[src/common/decodePkg.sv]
// ====================================================================
// Decode package
// Shared instruction format, opcode and function code enums, and the
// decoded-record structs used by every decode lane
// ====================================================================

package decodePkg;

	// ================================================================
	// Major opcodes
	// ================================================================

	// Values not listed here are unassigned and decode as illegal
	typedef enum logic [6:0]
	{
		OP_SYS   = 7'd0,
		OP_R2    = 7'd2,
		// Immediate arithmetic and logic
		OP_ADDI  = 7'd4,
		OP_SUBFI = 7'd5,
		OP_CMPI  = 7'd6,
		OP_MULI  = 7'd7,
		OP_ANDI  = 7'd8,
		OP_ORI   = 7'd9,
		OP_EORI  = 7'd10,
		OP_SLTI  = 7'd11,
		OP_DIVI  = 7'd13,
		// Other ALU forms
		OP_SHIFT = 7'd16,
		OP_CSR   = 7'd17,
		OP_MOV   = 7'd18,
		// Conditional branches compare rs1 with rs2
		OP_BEQ   = 7'd24,
		OP_BNE   = 7'd25,
		OP_BLT   = 7'd26,
		OP_BGE   = 7'd27,
		// Subroutine calls
		OP_BSR   = 7'd32,
		OP_JSR   = 7'd33,
		// Loads, the U forms zero-extend the loaded value
		OP_LDB   = 7'd64,
		OP_LDBU  = 7'd65,
		OP_LDW   = 7'd66,
		OP_LDWU  = 7'd67,
		OP_LDT   = 7'd68,
		OP_LDTU  = 7'd69,
		OP_LDO   = 7'd70,
		// Stores take their data from rs2
		OP_STB   = 7'd80,
		OP_STW   = 7'd81,
		OP_STT   = 7'd82,
		OP_STO   = 7'd83,
		OP_FENCE = 7'd120,
		OP_NOP   = 7'd127
	} opcodeT;

	// ================================================================
	// Register-form function codes
	// ================================================================

	typedef enum logic [5:0]
	{
		FN_ADD  = 6'd4,
		FN_SUB  = 6'd5,
		FN_CMP  = 6'd6,
		FN_MUL  = 6'd7,
		FN_DIV  = 6'd8,
		FN_MULU = 6'd15,
		FN_DIVU = 6'd16,
		FN_AND  = 6'd20,
		FN_OR   = 6'd21,
		FN_EOR  = 6'd22,
		FN_ANDC = 6'd23,
		FN_NAND = 6'd24,
		FN_NOR  = 6'd25,
		FN_ENOR = 6'd26,
		FN_ORC  = 6'd27,
		FN_SEQ  = 6'd40,
		FN_SNE  = 6'd41,
		FN_SLT  = 6'd42,
		FN_SLE  = 6'd43,
		FN_SLTU = 6'd44,
		FN_SLEU = 6'd45
	} funcT;

	// Instruction word, top bit first
	// Outside the register form the 15 bits above rs1 are the immediate
	typedef struct packed
	{
		logic [3:0] spare;
		funcT       func;
		logic [4:0] rs2;
		logic [4:0] rs1;
		logic [4:0] rd;
		opcodeT     opcode;
	} instrT;

	// ================================================================
	// Decoded record
	// ================================================================

	typedef enum logic [1:0]
	{
		SZ_BYTE  = 2'd0,
		SZ_WYDE  = 2'd1,
		SZ_TETRA = 2'd2,
		SZ_OCTA  = 2'd3
	} memSizeT;

	typedef struct packed
	{
		logic    isLoad;
		logic    isStore;
		logic    isUnsigned;
		memSizeT size;
	} memDecT;

	typedef enum logic [2:0]
	{
		BR_NONE = 3'd0,
		BR_EQ   = 3'd1,
		BR_NE   = 3'd2,
		BR_LT   = 3'd3,
		BR_GE   = 3'd4,
		BR_CALL = 3'd5
	} branchKindT;

	typedef struct packed
	{
		logic       readsRs1;
		logic       readsRs2;
		logic       writesRd;
		logic [4:0] rs1;
		logic [4:0] rs2;
		logic [4:0] rd;
	} regUseT;

	typedef struct packed
	{
		logic        isAlu;
		memDecT      mem;
		branchKindT  branch;
		regUseT      regs;
		logic [31:0] imm;
		logic        isIllegal;
		logic        isSys;
		opcodeT      opcode;
	} decodedT;

endpackage

[src/decode/decodeAlu.sv]
// ====================================================================
// ALU classifier
// Flags instructions that go through the integer ALU and address path
// ====================================================================

`timescale 1ns/1ps

module decodeAlu
(
	input  decodePkg::instrT instr,
	output logic             alu
);

	import decodePkg::*;

	// One case on the opcode, with the register form split by function code
	always_comb
	begin
		case (instr.opcode)
			// System instructions are handled outside the ALU
			OP_SYS:
				alu = 1'b0;
			OP_R2:
				case (instr.func)
					FN_ADD, FN_SUB, FN_CMP:
						alu = 1'b1;
					FN_MUL, FN_MULU, FN_DIV, FN_DIVU:
						alu = 1'b1;
					FN_AND, FN_OR, FN_EOR, FN_ANDC, FN_ORC:
						alu = 1'b1;
					FN_NAND, FN_NOR, FN_ENOR:
						alu = 1'b1;
					FN_SEQ, FN_SNE, FN_SLT, FN_SLE, FN_SLTU, FN_SLEU:
						alu = 1'b1;
					// Unassigned function code
					default:
						alu = 1'b0;
				endcase
			OP_ADDI, OP_SUBFI, OP_CMPI, OP_MULI, OP_DIVI:
				alu = 1'b1;
			OP_ANDI, OP_ORI, OP_EORI, OP_SLTI:
				alu = 1'b1;
			OP_SHIFT, OP_CSR, OP_MOV:
				alu = 1'b1;
			// Loads and stores need the ALU to form their address
			OP_LDB, OP_LDBU, OP_LDW, OP_LDWU, OP_LDT, OP_LDTU, OP_LDO:
				alu = 1'b1;
			OP_STB, OP_STW, OP_STT, OP_STO:
				alu = 1'b1;
			OP_NOP, OP_FENCE:
				alu = 1'b1;
			// Calls compute the link value in the ALU
			OP_BSR, OP_JSR:
				alu = 1'b1;
			// Conditional branches go to the branch unit only
			OP_BEQ, OP_BNE, OP_BLT, OP_BGE:
				alu = 1'b0;
			default:
				alu = 1'b0;
		endcase
	end

endmodule

[src/decode/decodeMem.sv]
// ====================================================================
// Memory access classifier
// Marks loads and stores and gives the access size and signedness
// ====================================================================

`timescale 1ns/1ps

module decodeMem
(
	input  decodePkg::instrT  instr,
	output decodePkg::memDecT mem
);

	import decodePkg::*;

	always_comb
	begin
		// Anything that is not a load or store has no access
		mem = '0;
		case (instr.opcode)
			OP_LDB, OP_LDBU:
			begin
				mem.isLoad = 1'b1;
				mem.size = SZ_BYTE;
			end
			OP_LDW, OP_LDWU:
			begin
				mem.isLoad = 1'b1;
				mem.size = SZ_WYDE;
			end
			OP_LDT, OP_LDTU:
			begin
				mem.isLoad = 1'b1;
				mem.size = SZ_TETRA;
			end
			OP_LDO:
			begin
				mem.isLoad = 1'b1;
				mem.size = SZ_OCTA;
			end
			OP_STB:
			begin
				mem.isStore = 1'b1;
				mem.size = SZ_BYTE;
			end
			OP_STW:
			begin
				mem.isStore = 1'b1;
				mem.size = SZ_WYDE;
			end
			OP_STT:
			begin
				mem.isStore = 1'b1;
				mem.size = SZ_TETRA;
			end
			OP_STO:
			begin
				mem.isStore = 1'b1;
				mem.size = SZ_OCTA;
			end
			default:
				mem = '0;
		endcase

		// Only the narrow U loads zero-extend, an octa load fills the register
		mem.isUnsigned = (instr.opcode == OP_LDBU) || (instr.opcode == OP_LDWU) ||
			(instr.opcode == OP_LDTU);
	end

endmodule

[src/decode/decodeBranch.sv]
// ====================================================================
// Branch classifier
// Maps conditional branches to their condition and calls to BR_CALL
// ====================================================================

`timescale 1ns/1ps

module decodeBranch
(
	input  decodePkg::instrT      instr,
	output decodePkg::branchKindT branch
);

	import decodePkg::*;

	always_comb
	begin
		case (instr.opcode)
			// Conditional forms compare rs1 against rs2
			OP_BEQ:
				branch = BR_EQ;
			OP_BNE:
				branch = BR_NE;
			OP_BLT:
				branch = BR_LT;
			OP_BGE:
				branch = BR_GE;
			// BSR is pc relative and JSR goes through rs1, both link to rd
			OP_BSR, OP_JSR:
				branch = BR_CALL;
			default:
				branch = BR_NONE;
		endcase
	end

endmodule

[src/decode/decodeRegs.sv]
// ====================================================================
// Register usage decoder
// Works out which of rs1, rs2 and rd an instruction reads or writes
// ====================================================================

`timescale 1ns/1ps

module decodeRegs
(
	input  decodePkg::instrT  instr,
	output decodePkg::regUseT regs
);

	import decodePkg::*;

	// Destination use before the register zero check
	logic rdWrite;

	always_comb
	begin
		// Register numbers pass through as they are in the word
		regs.rs1 = instr.rs1;
		regs.rs2 = instr.rs2;
		regs.rd = instr.rd;

		// Almost every form reads rs1 as a source or base register
		case (instr.opcode)
			OP_NOP, OP_FENCE, OP_SYS, OP_BSR:
				regs.readsRs1 = 1'b0;
			default:
				regs.readsRs1 = 1'b1;
		endcase

		// Rs2 is a data register or second comparand only in these forms
		case (instr.opcode)
			OP_R2, OP_STB, OP_STW, OP_STT, OP_STO:
				regs.readsRs2 = 1'b1;
			OP_BEQ, OP_BNE, OP_BLT, OP_BGE:
				regs.readsRs2 = 1'b1;
			default:
				regs.readsRs2 = 1'b0;
		endcase

		case (instr.opcode)
			OP_R2, OP_ADDI, OP_SUBFI, OP_CMPI, OP_MULI, OP_DIVI:
				rdWrite = 1'b1;
			OP_ANDI, OP_ORI, OP_EORI, OP_SLTI, OP_SHIFT:
				rdWrite = 1'b1;
			OP_LDB, OP_LDBU, OP_LDW, OP_LDWU, OP_LDT, OP_LDTU, OP_LDO:
				rdWrite = 1'b1;
			// Calls write the return address into rd
			OP_MOV, OP_CSR, OP_BSR, OP_JSR:
				rdWrite = 1'b1;
			default:
				rdWrite = 1'b0;
		endcase

		// Register zero always reads as zero so a write to it is dropped
		regs.writesRd = rdWrite && (instr.rd != 5'd0);
	end

endmodule

[src/decode/decodeImm.sv]
// ====================================================================
// Immediate decoder
// Extracts the 15-bit immediate and extends it to 32 bits by opcode
// ====================================================================

`timescale 1ns/1ps

module decodeImm
(
	input  decodePkg::instrT instr,
	output logic [31:0]      imm
);

	import decodePkg::*;

	// Immediate field sits in the 15 bits above rs1
	logic [14:0] immField;

	assign immField = {instr.spare, instr.func, instr.rs2};

	always_comb
	begin
		case (instr.opcode)
			// Register form and control forms carry no immediate
			OP_R2, OP_NOP, OP_FENCE, OP_SYS:
				imm = 32'd0;
			// Logic immediates are masks and so zero-extend
			OP_ANDI, OP_ORI, OP_EORI:
				imm = {17'd0, immField};
			// Displacements, branch offsets and arithmetic constants are signed
			default:
				imm = {{17{immField[14]}}, immField};
		endcase
	end

endmodule

[src/decode/decodeSlot.sv]
// ====================================================================
// Decode lane
// Runs the field decoders on one instruction, flags illegal encodings
// and registers the decoded record with stall hold
// ====================================================================

`timescale 1ns/1ps

module decodeSlot
(
	input  logic               clk,
	input  logic               rstN,
	input  logic               stall,
	input  logic               instrValid,
	input  decodePkg::instrT   instr,
	output logic               decValid,
	output decodePkg::decodedT decoded
);

	import decodePkg::*;

	logic       alu;
	memDecT     mem;
	branchKindT branch;
	regUseT     regs;
	logic [31:0] imm;
	decodedT    record;

	// ================================================================
	// Field decoders, all combinational on the same word
	// ================================================================

	decodeAlu i_alu
	(
		.instr (instr),
		.alu   (alu)
	);

	decodeMem i_mem
	(
		.instr (instr),
		.mem   (mem)
	);

	decodeBranch i_branch
	(
		.instr  (instr),
		.branch (branch)
	);

	decodeRegs i_regs
	(
		.instr (instr),
		.regs  (regs)
	);

	decodeImm i_imm
	(
		.instr (instr),
		.imm   (imm)
	);

	// ================================================================
	// Record assembly and output register
	// ================================================================

	always_comb
	begin
		record.isAlu = alu;
		record.mem = mem;
		record.branch = branch;
		record.regs = regs;
		record.imm = imm;
		record.isSys = (instr.opcode == OP_SYS);
		// An instruction no unit claims is either an unassigned opcode
		// or a register form with an unassigned function code
		record.isIllegal = !(alu || (branch != BR_NONE) || record.isSys);
		record.opcode = instr.opcode;
	end

	// Upstream holds its inputs during stall, so holding here loses nothing
	always_ff @(posedge clk or negedge rstN)
	begin
		if (!rstN)
		begin
			decValid <= 1'b0;
			decoded <= '0;
		end
		else if (!stall)
		begin
			decValid <= instrValid;
			decoded <= record;
		end
	end

endmodule

[src/rtl/decodeTop.sv]
// ====================================================================
// Decode top level
// Builds numLanes independent decode lanes sharing clock, reset and stall
// ====================================================================

`timescale 1ns/1ps

module decodeTop
#(
	parameter int numLanes = 2
)
(
	input  logic                 clk,
	input  logic                 rstN,
	input  logic                 stall,
	input  logic [numLanes-1:0]  instrValid,
	input  decodePkg::instrT     instr [numLanes],
	output logic [numLanes-1:0]  decValid,
	output decodePkg::decodedT   decoded [numLanes]
);

	// Each lane decodes its own word, stall freezes all lanes together
	for (genvar lane = 0; lane < numLanes; lane++)
	begin : g_lane
		decodeSlot i_slot
		(
			.clk        (clk),
			.rstN       (rstN),
			.stall      (stall),
			.instrValid (instrValid[lane]),
			.instr      (instr[lane]),
			.decValid   (decValid[lane]),
			.decoded    (decoded[lane])
		);
	end

endmodule

[config.mk]
export PLATFORM = sky130hd
export DESIGN_NAME = decodeTop
export DESIGN_NICKNAME = d
export VERILOG_FILES = /design/src/common/decodePkg.sv /design/src/decode/decodeAlu.sv /design/src/decode/decodeMem.sv /design/src/decode/decodeBranch.sv /design/src/decode/decodeRegs.sv /design/src/decode/decodeImm.sv /design/src/decode/decodeSlot.sv /design/src/rtl/decodeTop.sv
export SDC_FILE = /design/constraint.sdc
export NUM_CORES = 1
export LEC_CHECK = 0
export BUFFER_PORTS_ARGS = -buffer_cell sky130_fd_sc_hd__buf_4
export CAP_MARGIN = 5
export CORE_ASPECT_RATIO = 2
export CORE_MARGIN = 2
export CORE_UTILIZATION = 52
export DETAILED_ROUTE_END_ITERATION = 10
export GPL_TIMING_DRIVEN = 1
export PLACE_DENSITY = 0.95
export SLEW_MARGIN = 20
export SYNTH_ARGS = -nofsm -noshare
export SYNTH_HDL_FRONTEND = slang
export SYNTH_SLANG_ARGS = --single-unit
[constraint.sdc]
create_clock -name clk -period 1.7 [get_ports clk]
set_input_delay 0 -clock clk [delete_from_list [all_inputs] [get_ports clk]]
set_output_delay 0 -clock clk [all_outputs]
set_load 0.01 [all_outputs]
== Word-level counts from Yosys, hierarchy flattened ==
Memory sizes are Yosys's and may differ from the RTL's.
Cells that the tools add are included.
Operators by class
  shift-type cells: 0
  multiply operators: 0
  bitwise operators: 0
  reductions and logical operators: 42
  $add $sub $neg: 0
  divide/modulo/power cells: 0
  equal/unequal tests: 64
  multiplexer cells: 18
  $lt $le $gt $ge: 0
Operators with widths (count)
  $eq 7x7->1 const B: 26
  $pmux 32 s2: 2
  $eq 7x5->1 const B: 14
  $eq 7x4->1 const B: 10
  $eq 7x3->1 const B: 8
  $reduce_or 27->1: 2
  $reduce_or 22->1: 2
  $pmux 3 s5: 2
  $eq 7x6->1 const B: 4
  $reduce_or 4->1: 6
  $reduce_or 3->1: 6
  $reduce_or 9->1: 2
  $eq 7x2->1 const B: 2
  $logic_not 7->1: 2
  $reduce_or 7->1: 2
  $pmux 2 s3: 2
  $mux 1: 10
  $reduce_bool 5->1: 2
  $logic_or 1x1->1: 8
  $reduce_or 2->1: 4
  $reduce_bool 3->1: 2
  $pmux 1 s2: 2
  $logic_and 1x1->1: 2
  $logic_not 1->1: 2
Word-level totals
  memories kept: 2
  bits in latches: 0
  output and inout port bits: 138
  bits in writable memories: 0
  memory bits (read-only): 128
  bits in registers: 138
Memory list
  (name not given): words 64, width 1, read ports 1, clocked after Yosys merged registers in 0, wr ports 0, line decodeAlu.sv:24  | case (instr.func)
  (name not given): words 64, width 1, read ports 1, clocked after Yosys merged registers in 0, wr ports 0, line decodeAlu.sv:24

== Longest topological paths before layout ==
Gate-level depths: netlist (run 1).
  depth after elaboration: 7
  depth in mapped cells: 7
  mapped depth without buffers: 5

== Cells and area by module ==
A second synthesis (run 1) with hierarchy kept.
Unflattened totals
  cell total of the unflattened synthesis: 590
  area, all modules: 7857.5 um^2
By module, submodules not included
  decodeSlot: cells an instance 152, times used 2, seq. area each 1726.7 um^2, area each 2921.6 um^2
  decodeRegs: cells an instance 49, times used 2, seq. area each 0.0 um^2, area each 329.1 um^2
  decodeImm: cells an instance 42, times used 2, seq. area each 0.0 um^2, area each 324.1 um^2
  decodeAlu: cells an instance 31, times used 2, seq. area each 0.0 um^2, area each 185.2 um^2
  decodeMem: cells an instance 13, times used 2, seq. area each 0.0 um^2, area each 85.1 um^2
  decodeBranch: cells an instance 8, times used 2, seq. area each 0.0 um^2, area each 83.8 um^2

== Least setup slack after synthesis (run 1) ==
OpenSTA, ideal clock, no wires.
  path type: input port to flip-flop
  start point: input instr[38] in the netlist's numbering
  end point: register g_lane[0].i_slot.decoded[67] (netlist name)
  data arrival time: 1.277 ns
  setup time: 0.137 ns
  stages on the path: 6
  path slack: 0.286 ns
  data required time: 1.563 ns
  cell sequence: buf_2 -> or3_1 -> a21oi_1 -> a311o_1 -> or4_1 -> a21boi_1
Between the ends
  longest elaborated chain between the ends: 3
Ends and longest elaborated chain
  start, declared: line decodeTop.sv:17  | input decodePkg::instrT instr [numLanes],
  $eq 7x6->1 (tied with other cells): line decodeAlu.sv:19  | case (instr.opcode)
  $reduce_or 27->1 (no source line)
  $pmux 1 s2 (*): line decodeAlu.sv:19
Every way passes the cells marked *; elsewhere a longest branch is shown, timed or not.
A chain may end at the register's enable or synchronous reset.

== Worst setup path in the final report (run 1) ==
  start point: input instr[24] in the netlist's numbering
  end point: register g_lane[1].i_slot.decoded[8] (netlist name)
Between the ends
  longest elaborated chain between the ends: 5
Ends and longest elaborated chain
  $mem_v2 64x1
  $pmux 1 s2: line decodeAlu.sv:19
  $logic_or 1x1->1 (2 in series): line decodeSlot.sv:77  | record.isIllegal = !(alu || (branch != BR_NONE) || record.isSys);
  $logic_not 1->1: line decodeSlot.sv:77
Every way passes these cells.

==> flow_metrics.env, run 1 <==
export IMPL_status="completed"
export IMPL_cts_root_buffer="clkbuf_16"
export IMPL_vias=4767
export IMPL_synth_top_family_by_area="simple AND/OR/NAND/NOR gates"
export IMPL_first_pass_iters=7
export IMPL_cts_buffers_inserted=9
export IMPL_critPathTopFamily="buffers and inverters"
export IMPL_grtUsageTotal_pct=28.7
export IMPL_num_io_pins=207
export IMPL_min_path_cells=2
export IMPL_antenna_left=0
export IMPL_fin_setup_tns_ns=0
export IMPL_core_area_mm2=0.00970
export IMPL_cts_sink_count=106
export IMPL_drc=0
export IMPL_port_buffers=206
export IMPL_rrSetupSlack_ns=0.73
export IMPL_place_ws_ns=0.139
export IMPL_drv_cap=0
export IMPL_area_delta_synth_final_pct=45.0
export IMPL_worstHoldPathType="in -> reg"
export IMPL_antenna_found_initial=1
export IMPL_drive_gt1_share_pct=39.1
export IMPL_globalplace_congestion=0.880
export IMPL_synth_compound_area_share_pct=12.7
export IMPL_synth_top_flop_cell="dfrtp_1"
export IMPL_crit_required_ns=1.92
export IMPL_syn_cell_area_mm2=0.00513
export IMPL_finalCriticalPeriod_ns=1.63
export IMPL_fmax_ghz=0.613
export IMPL_yosys_area_share_simple_pct=15.7
export IMPL_max_slew_margin_pct=56.9
export IMPL_cts_tree="done"
export IMPL_grt_max_degree=58
export IMPL_clk_latency_ns=0.34
export IMPL_die_h_um=144
export IMPL_wirelength_um=15400
export IMPL_pwr_density_cell_mw_per_mm2=868
export IMPL_grt_overflow=0
export IMPL_min_to="g_lane[0].i_slot.decoded[3]$_DFFE_PN0N_"
export IMPL_critical_path_max_fanout=6
export IMPL_peakVddDrop_mv=0.742
export IMPL_drtIter0Drc=394
export IMPL_path_class="in -> reg"
export IMPL_r2r_start="g_lane[0].i_slot.decoded[39]$_DFFE_PN0N_"
export IMPL_synth_cells=510
export IMPL_final_period_utilization_pct=96.0
export IMPL_finalSetupViolCount=0
export IMPL_grt_pass1_vias=4831
export IMPL_wl_per_cell_um=17.9
export IMPL_power_leakage_nw=3.53
export IMPL_syn_area_per_cell_um2=10.1
export IMPL_viasPerCell=5.54
export IMPL_yosys_warnings=0
export IMPL_syn_num_nets=579
export IMPL_synthAdderAreaFrac_pct=0
export IMPL_async_flop_share_pct=100
export IMPL_synth_edf_count=0
export IMPL_slowest_delay_ns=0.54
export IMPL_start_util_pct=52.9
export IMPL_die_area_mm2=0.0107
export IMPL_row_count=51
export IMPL_hp_start="instr[35]"
export IMPL_hpwl_um=10500
export IMPL_grt_pass1_wl_um=23600
export IMPL_clockBufferDepth=2
export IMPL_worstReg2RegEnd="g_lane[0].i_slot.decoded[39]$_DFFE_PN0N_"
export IMPL_path_cells="dlygate4sd3_1, buf_4, or4b_1, a311oi_2, nor3_1, a32o_1"
export IMPL_r2r_cells=2
export IMPL_finClkSkew_ns=0
export IMPL_dieWidth_um=74.2
export IMPL_path_clk_slew_ns=0.07
export IMPL_yosysSeqAreaShare_pct=51.7
export IMPL_htree_levels=3
export IMPL_rsz0062_at_grt="false"
export IMPL_maxSlewViolCount=0
export IMPL_layout_nets=792
export IMPL_critPathBufInv=2
export IMPL_cp_slowest_cell="dlygate4sd3_1"
export IMPL_arrival_ns=1.85
export IMPL_hold_violations=0
export IMPL_synthXorXnorAreaFrac_pct=0.512
export IMPL_max_slew_worst_pin_slew_ns=0.647
export IMPL_synth_seq_cells=106
export IMPL_setup_worst_path_end_class="flop"
export IMPL_startpoint_type="primary input"
export IMPL_synth_cell_type_count=61
export IMPL_setup_ws_ns=0.0681
export IMPL_muxShareOfSynthArea_pct=10.7
## Yosys cell counts, types with 6 or more instances
cell type  instances  area [um^2]
dfrtp_1          106         2650
nand2_1           98          368
mux2_2            48          541
o21ai_0           41          205
buf_4             36          270
clkbuf_1          25         93.8
nor2_1            15         56.3
o21ai_1           12         60.1
a21oi_1            9         45.0
buf_2              7         35.0
inv_1              7         26.3
o31ai_1            7         52.6
a31oi_1            6         37.5
nand3_1            6         30.0
## routing by layer
metal / routed length (um) / up-vias / GRT usage, %
met5: 0 / - / 0
met2: 8630 / 258 / 51.3
met4: 750 / 0 / 17.1
met1: 5190 / 2279 / 30.9
li1: - / 2175 / -
met3: 837 / 55 / 3.97
## what timing repair did
action / in CTS / in global routing
setup endpoints to repair: 0 / 1
gates resized for setup: 0 / 1
hold buffers: 57 / 0
hold endpoints to repair: 104 / 0
setup buffers: 0 / 0
## power by group
group / switching [mW] / internal, mW / total, mW
Combinational: 0.673 / 0.754 / 1.43
Clock: 0.946 / 1.20 / 2.15
Sequential: 0.144 / 2.73 / 2.88
Total: 1.76 / 4.69 / 6.45
## per-stage QoR
step	cells	hold slack [ns]	instance area (um^2)	power, mW	utilization [%]
after floorplan	510	-0.296	5130	3.55	-
after global placement	787	-0.00747	6540	4.17	67.5
after detailed placement	787	-0.00271	6540	4.23	67.5
after CTS	860	0.000585	7430	6.47	76.6
after global routing	861	0.0116	7430	6.71	76.7
final	861	0.0123	7430	6.45	76.7
## area by class of cell
class | count | area, um^2
fill | 626 | 2260
multi-input combinational | 326 | 2040
inverter | 8 | 30.0
antenna | 1 | 2.50
clock buffer | 10 | 239
sequential | 106 | 2650
timing repair buffer | 272 | 2230
tap | 132 | 165
clock inverter | 6 | 72.6
## logic make-up after synthesis
kind of cell / Yosys count
buffers and inverters: 78
AND/OR/NAND/NOR: 169
AO/OA/AOI/OAI: 105
XOR/XNOR: 3
multiplexers: 49
flip-flops: 106
## worst max-delay path by stage
stage	from	end	slack [ns]	cells past startpoint
global placement	instr[34]	g_lane[0].i_slot.decoded[67]$_DFFE_PN0N_	0.14	6
CTS	instr[24]	g_lane[1].i_slot.decoded[8]$_DFFE_PN0N_	0.06	6
global route	instr[24]	g_lane[1].i_slot.decoded[8]$_DFFE_PN0N_	0.007	6
detailed placement	instr[34]	g_lane[0].i_slot.decoded[23]$_DFFE_PN0N_	0.14	5
floorplan	instr[38]	g_lane[0].i_slot.decoded[67]$_DFFE_PN0N_	0.29	6
finish	instr[24]	g_lane[1].i_slot.decoded[8]$_DFFE_PN0N_	0.07	6
## state kept, by name, indices dropped and copies added (netlist names)
name and count:
g_lane.i_slot.decoded 104, g_lane.i_slot.decValid 2
## layout by cell type, fill, tap and decap left out, drive strengths merged, types with 4 or more instances in the layout
cell type / netlist / routed
nor3: 5 / 5
a21oi: 10 / 10
or4: 4 / 4
clkbuf: 25 / 10
o31ai: 7 / 7
mux2: 48 / 48
o21ai: 53 / 53
dlygate4sd3: 0 / 57
nand4: 5 / 5
nand2: 98 / 98
dfrtp: 106 / 106
buf: 45 / 215
nand2b: 5 / 5
nand3: 6 / 6
a31oi: 6 / 6
nor2: 15 / 15
inv: 8 / 10
nor4: 4 / 4
nor3b: 5 / 5
nor2b: 4 / 4
Note: power is estimated with default switching activity, not from simulation.
==> run 2: changes to the inputs <==
- ABC_AREA: not set -> 1
- CORE_UTILIZATION: 52 -> 53
==> flow_metrics.env, run 2 <==
export IMPL_netlist_top_cells_area="dfrtp_1 51%, nand2_1 18%, buf_4 4.9%"
export IMPL_finalSetupViolCount=0
export IMPL_top_register="g_lane.i_slot.decoded"
export IMPL_critPathBufInv=4
export IMPL_core_area_mm2=0.00964
export IMPL_yosys_area_share_simple_pct=27.7
export IMPL_drv_cap=0
export IMPL_vias=5431
export IMPL_critical_path_max_fanout=6
export IMPL_num_io_pins=207
export IMPL_wl_per_cell_um=17.3
export IMPL_async_flop_share_pct=100
export IMPL_worstHoldPathType="in -> reg"
export IMPL_final_period_utilization_pct=97.3
export IMPL_wirelength_um=17400
export IMPL_path_class="in -> reg"
export IMPL_grt_pass1_wl_um=26300
export IMPL_critPathTopFamily="buffers and inverters"
export IMPL_syn_num_nets=713
export IMPL_cpMostUsedCell="dlygate4sd3_1"
export IMPL_dieWidth_um=73.8
export IMPL_synth_top_area_share_pct=51.3
export IMPL_fmax_ghz=0.604
export IMPL_crit_required_ns=1.96
export IMPL_swShare_pct=28.2
export IMPL_switchingPower_mw=1.83
export IMPL_viasPerCell=5.38
export IMPL_largest_reg_flops=104
export IMPL_utilization_pct=78.2
export IMPL_met2_usage_pct=58.3
export IMPL_hpwl_um=10600
export IMPL_layout_commonest_cell="nand2_1"
export IMPL_cts_sink_count=106
export IMPL_power_leakage_nw=3.98
export IMPL_globalplace_congestion=1.06
export IMPL_synth_compound_area_share_pct=11.0
export IMPL_synth_seq_cells=106
export IMPL_yosysTopAreaCell="dfrtp_1"
export IMPL_grtUsageMet3_pct=6.66
export IMPL_grt_max_degree=128
export IMPL_arrival_ns=1.91
export IMPL_first_pass_iters=5
export IMPL_synthAdderAreaFrac_pct=0
export IMPL_cts_buffers_inserted=9
export IMPL_clockPowerShare_pct=33.0
export IMPL_p_comb_share_pct=22.6
export IMPL_port_buffers=206
export IMPL_stdcell_count=1009
export IMPL_yosysMostFrequentCell="nand2_1"
export IMPL_die_area_mm2=0.0106
export IMPL_setup_worst_path_end_class="flop"
export IMPL_antenna_found_initial=0
export IMPL_cts_tree="done"
export IMPL_muxShareOfSynthArea_pct=0
export IMPL_pwr_density_cell_mw_per_mm2=862
export IMPL_area_delta_synth_final_pct=45.7
export IMPL_grt_overflow=0
export IMPL_antenna_left=0
export IMPL_max_slew_worst_pin_slew_ns=0.607
export IMPL_cts_root_buffer="clkbuf_16"
export IMPL_maxSlewViolCount=0
export IMPL_synth_cell_type_count=29
export IMPL_most_common_layout_cells="246 x nand2_1, 209 x buf_4, 106 x dfrtp_1"
export IMPL_htree_levels=3
export IMPL_busiest_layer="met2"
export IMPL_max_slew_margin_pct=59.5
export IMPL_die_h_um=144
export IMPL_layout_nets=941
export IMPL_synth_top_flop_cell="dfrtp_1"
export IMPL_clockBufferDepth=2
export IMPL_drive_gt1_share_pct=30.2
export IMPL_path_clk_slew_ns=0.07
export IMPL_internal_power_mw=4.66
export IMPL_synth_common_cells="246 x nand2_1, 106 x dfrtp_1, 57 x nor2_1"
export IMPL_finClkSkew_ns=0
export IMPL_row_count=51
export IMPL_startpoint_type="primary input"
export IMPL_antenna_cells=0
export IMPL_clk_latency_ns=0.34
export IMPL_cp_slowest_cell="dlygate4sd3_1"
export IMPL_grt_util_met1_pct=34.6
export IMPL_hold_violations=0
export IMPL_synth_edf_count=0
export IMPL_biggestRegsByFlops="g_lane.i_slot.decoded (104), g_lane.i_slot.decValid (2)"
export IMPL_path_cells="dlygate4sd3_1, buf_4, nor2_4, inv_1, nor2_2, nand4_1, dlygate4sd3_1, a31oi_1"
export IMPL_power_frac_seq_pct=44.4
export IMPL_synth_cells=644
export IMPL_grt_pass1_vias=5303
export IMPL_peakVddDrop_mv=0.720
export IMPL_start_util_pct=53.7
export IMPL_grtUsageTotal_pct=32.5
export IMPL_slowest_delay_ns=0.58
export IMPL_syn_area_per_cell_um2=8.03
export IMPL_synthXorXnorAreaFrac_pct=0
export IMPL_finalCriticalPeriod_ns=1.65
export IMPL_syn_cell_area_mm2=0.00517
export IMPL_synth_top_family_by_area="simple AND/OR/NAND/NOR gates"
export IMPL_drc=0
export IMPL_status="completed"
export IMPL_drtIter0Drc=400
export IMPL_yosys_warnings=0
export IMPL_rsz0062_at_grt="true"
export IMPL_dpl_cell_count=931
export IMPL_yosysSeqAreaShare_pct=51.3
## run 2: cell types whose count changed in the layout (fill, tap and decap cells not counted), moves of 12 or more
cell,delta
o21ai_2,+20
nand3_1,+23
nor2_1,+41
nand2_1,+148
mux2_2,-48
o21ai_1,-12
inv_1,+28
## run 2: final timing paths
check / slack, ns / from / depth (start not counted) / to
worst min register to register: 0.48 / g_lane[1].i_slot.decoded[56]$_DFFE_PN0N_ / 2 / g_lane[1].i_slot.decoded[56]$_DFFE_PN0N_
worst min-delay path: 0.02 / instr[36] / 3 / g_lane[0].i_slot.decoded[4]$_DFFE_PN0N_
max in group asynchronous: 0.96 / rstN / 3 / g_lane[1].i_slot.decoded[7]$_DFFE_PN0N_
worst max-delay path: 0.05 / instr[2] / 8 / g_lane[1].i_slot.decoded[63]$_DFFE_PN0N_
min in group asynchronous: 0.24 / rstN / 3 / g_lane[1].i_slot.decoded[2]$_DFFE_PN0N_
worst max register to register: 0.73 / g_lane[0].i_slot.decoded[39]$_DFFE_PN0N_ / 2 / g_lane[0].i_slot.decoded[39]$_DFFE_PN0N_
## run 2: repair_timing
item / 4_1_cts / 5_1_grt
hold buffers: 62 / 0
setup endpoints to repair: 0 / 6
gates resized for setup: 0 / 3
setup buffers: 0 / 0
endpoints found under the hold margin: 180 / 0
## run 2: through the flow
| stage | hold slack (ns) | TNS (ns) | setup slack, ns | cell area, um^2 | power, mW |
|---|---|---|---|---|---|
| 2_1_floorplan | -0.296 | 0 | 0.742 | 5170 | 3.54 |
| 3_3_place_gp | 0.111 | 0 | 0.412 | 6590 | 4.18 |
| 3_5_place_dp | 0.124 | 0 | 0.352 | 6590 | 4.22 |
| 4_1_cts | 0.00272 | 0 | 0.0166 | 7520 | 6.45 |
| 5_1_grt | 0.0156 | -0.00302 | -0.00302 | 7530 | 6.75 |
| 6_report | 0.0244 | 0 | 0.0452 | 7530 | 6.50 |
## run 2: cell families after synthesis
family | after synthesis
flip-flops | 106
AO/OA/AOI/OAI | 87
buffers and inverters | 97
AND/OR/NAND/NOR | 354
## run 2: area by class of cell
type | instances | area, um^2
timing repair buffer | 274 | 2250
inverter | 40 | 150
multi-input combinational | 441 | 2010
fill | 585 | 2100
tap | 132 | 165
sequential | 106 | 2650
clock inverter | 4 | 50.0
clock buffer | 12 | 256
## run 2: worst min-delay path: cells and delay by family
family	cells	cell delay, ns
compound gates	1	0.09
buf+inv	2	0.24
## run 2: routing by layer
metal,vias to the layer above,routed length [um]
met2,297,9480
met4,0,873
li1,2472,-
met5,-,0
met1,2583,5960
met3,79,1100
## run 2: power by group through the flow
stage | clock network, mW | logic (mW) | registers [mW]
2_1_floorplan | 0 | 0.539 | 3.00
3_3_place_gp | 0 | 1.27 | 2.91
3_5_place_dp | 0 | 1.31 | 2.92
4_1_cts | 2.15 | 1.43 | 2.87
5_1_grt | 2.26 | 1.58 | 2.91
6_report | 2.14 | 1.47 | 2.88
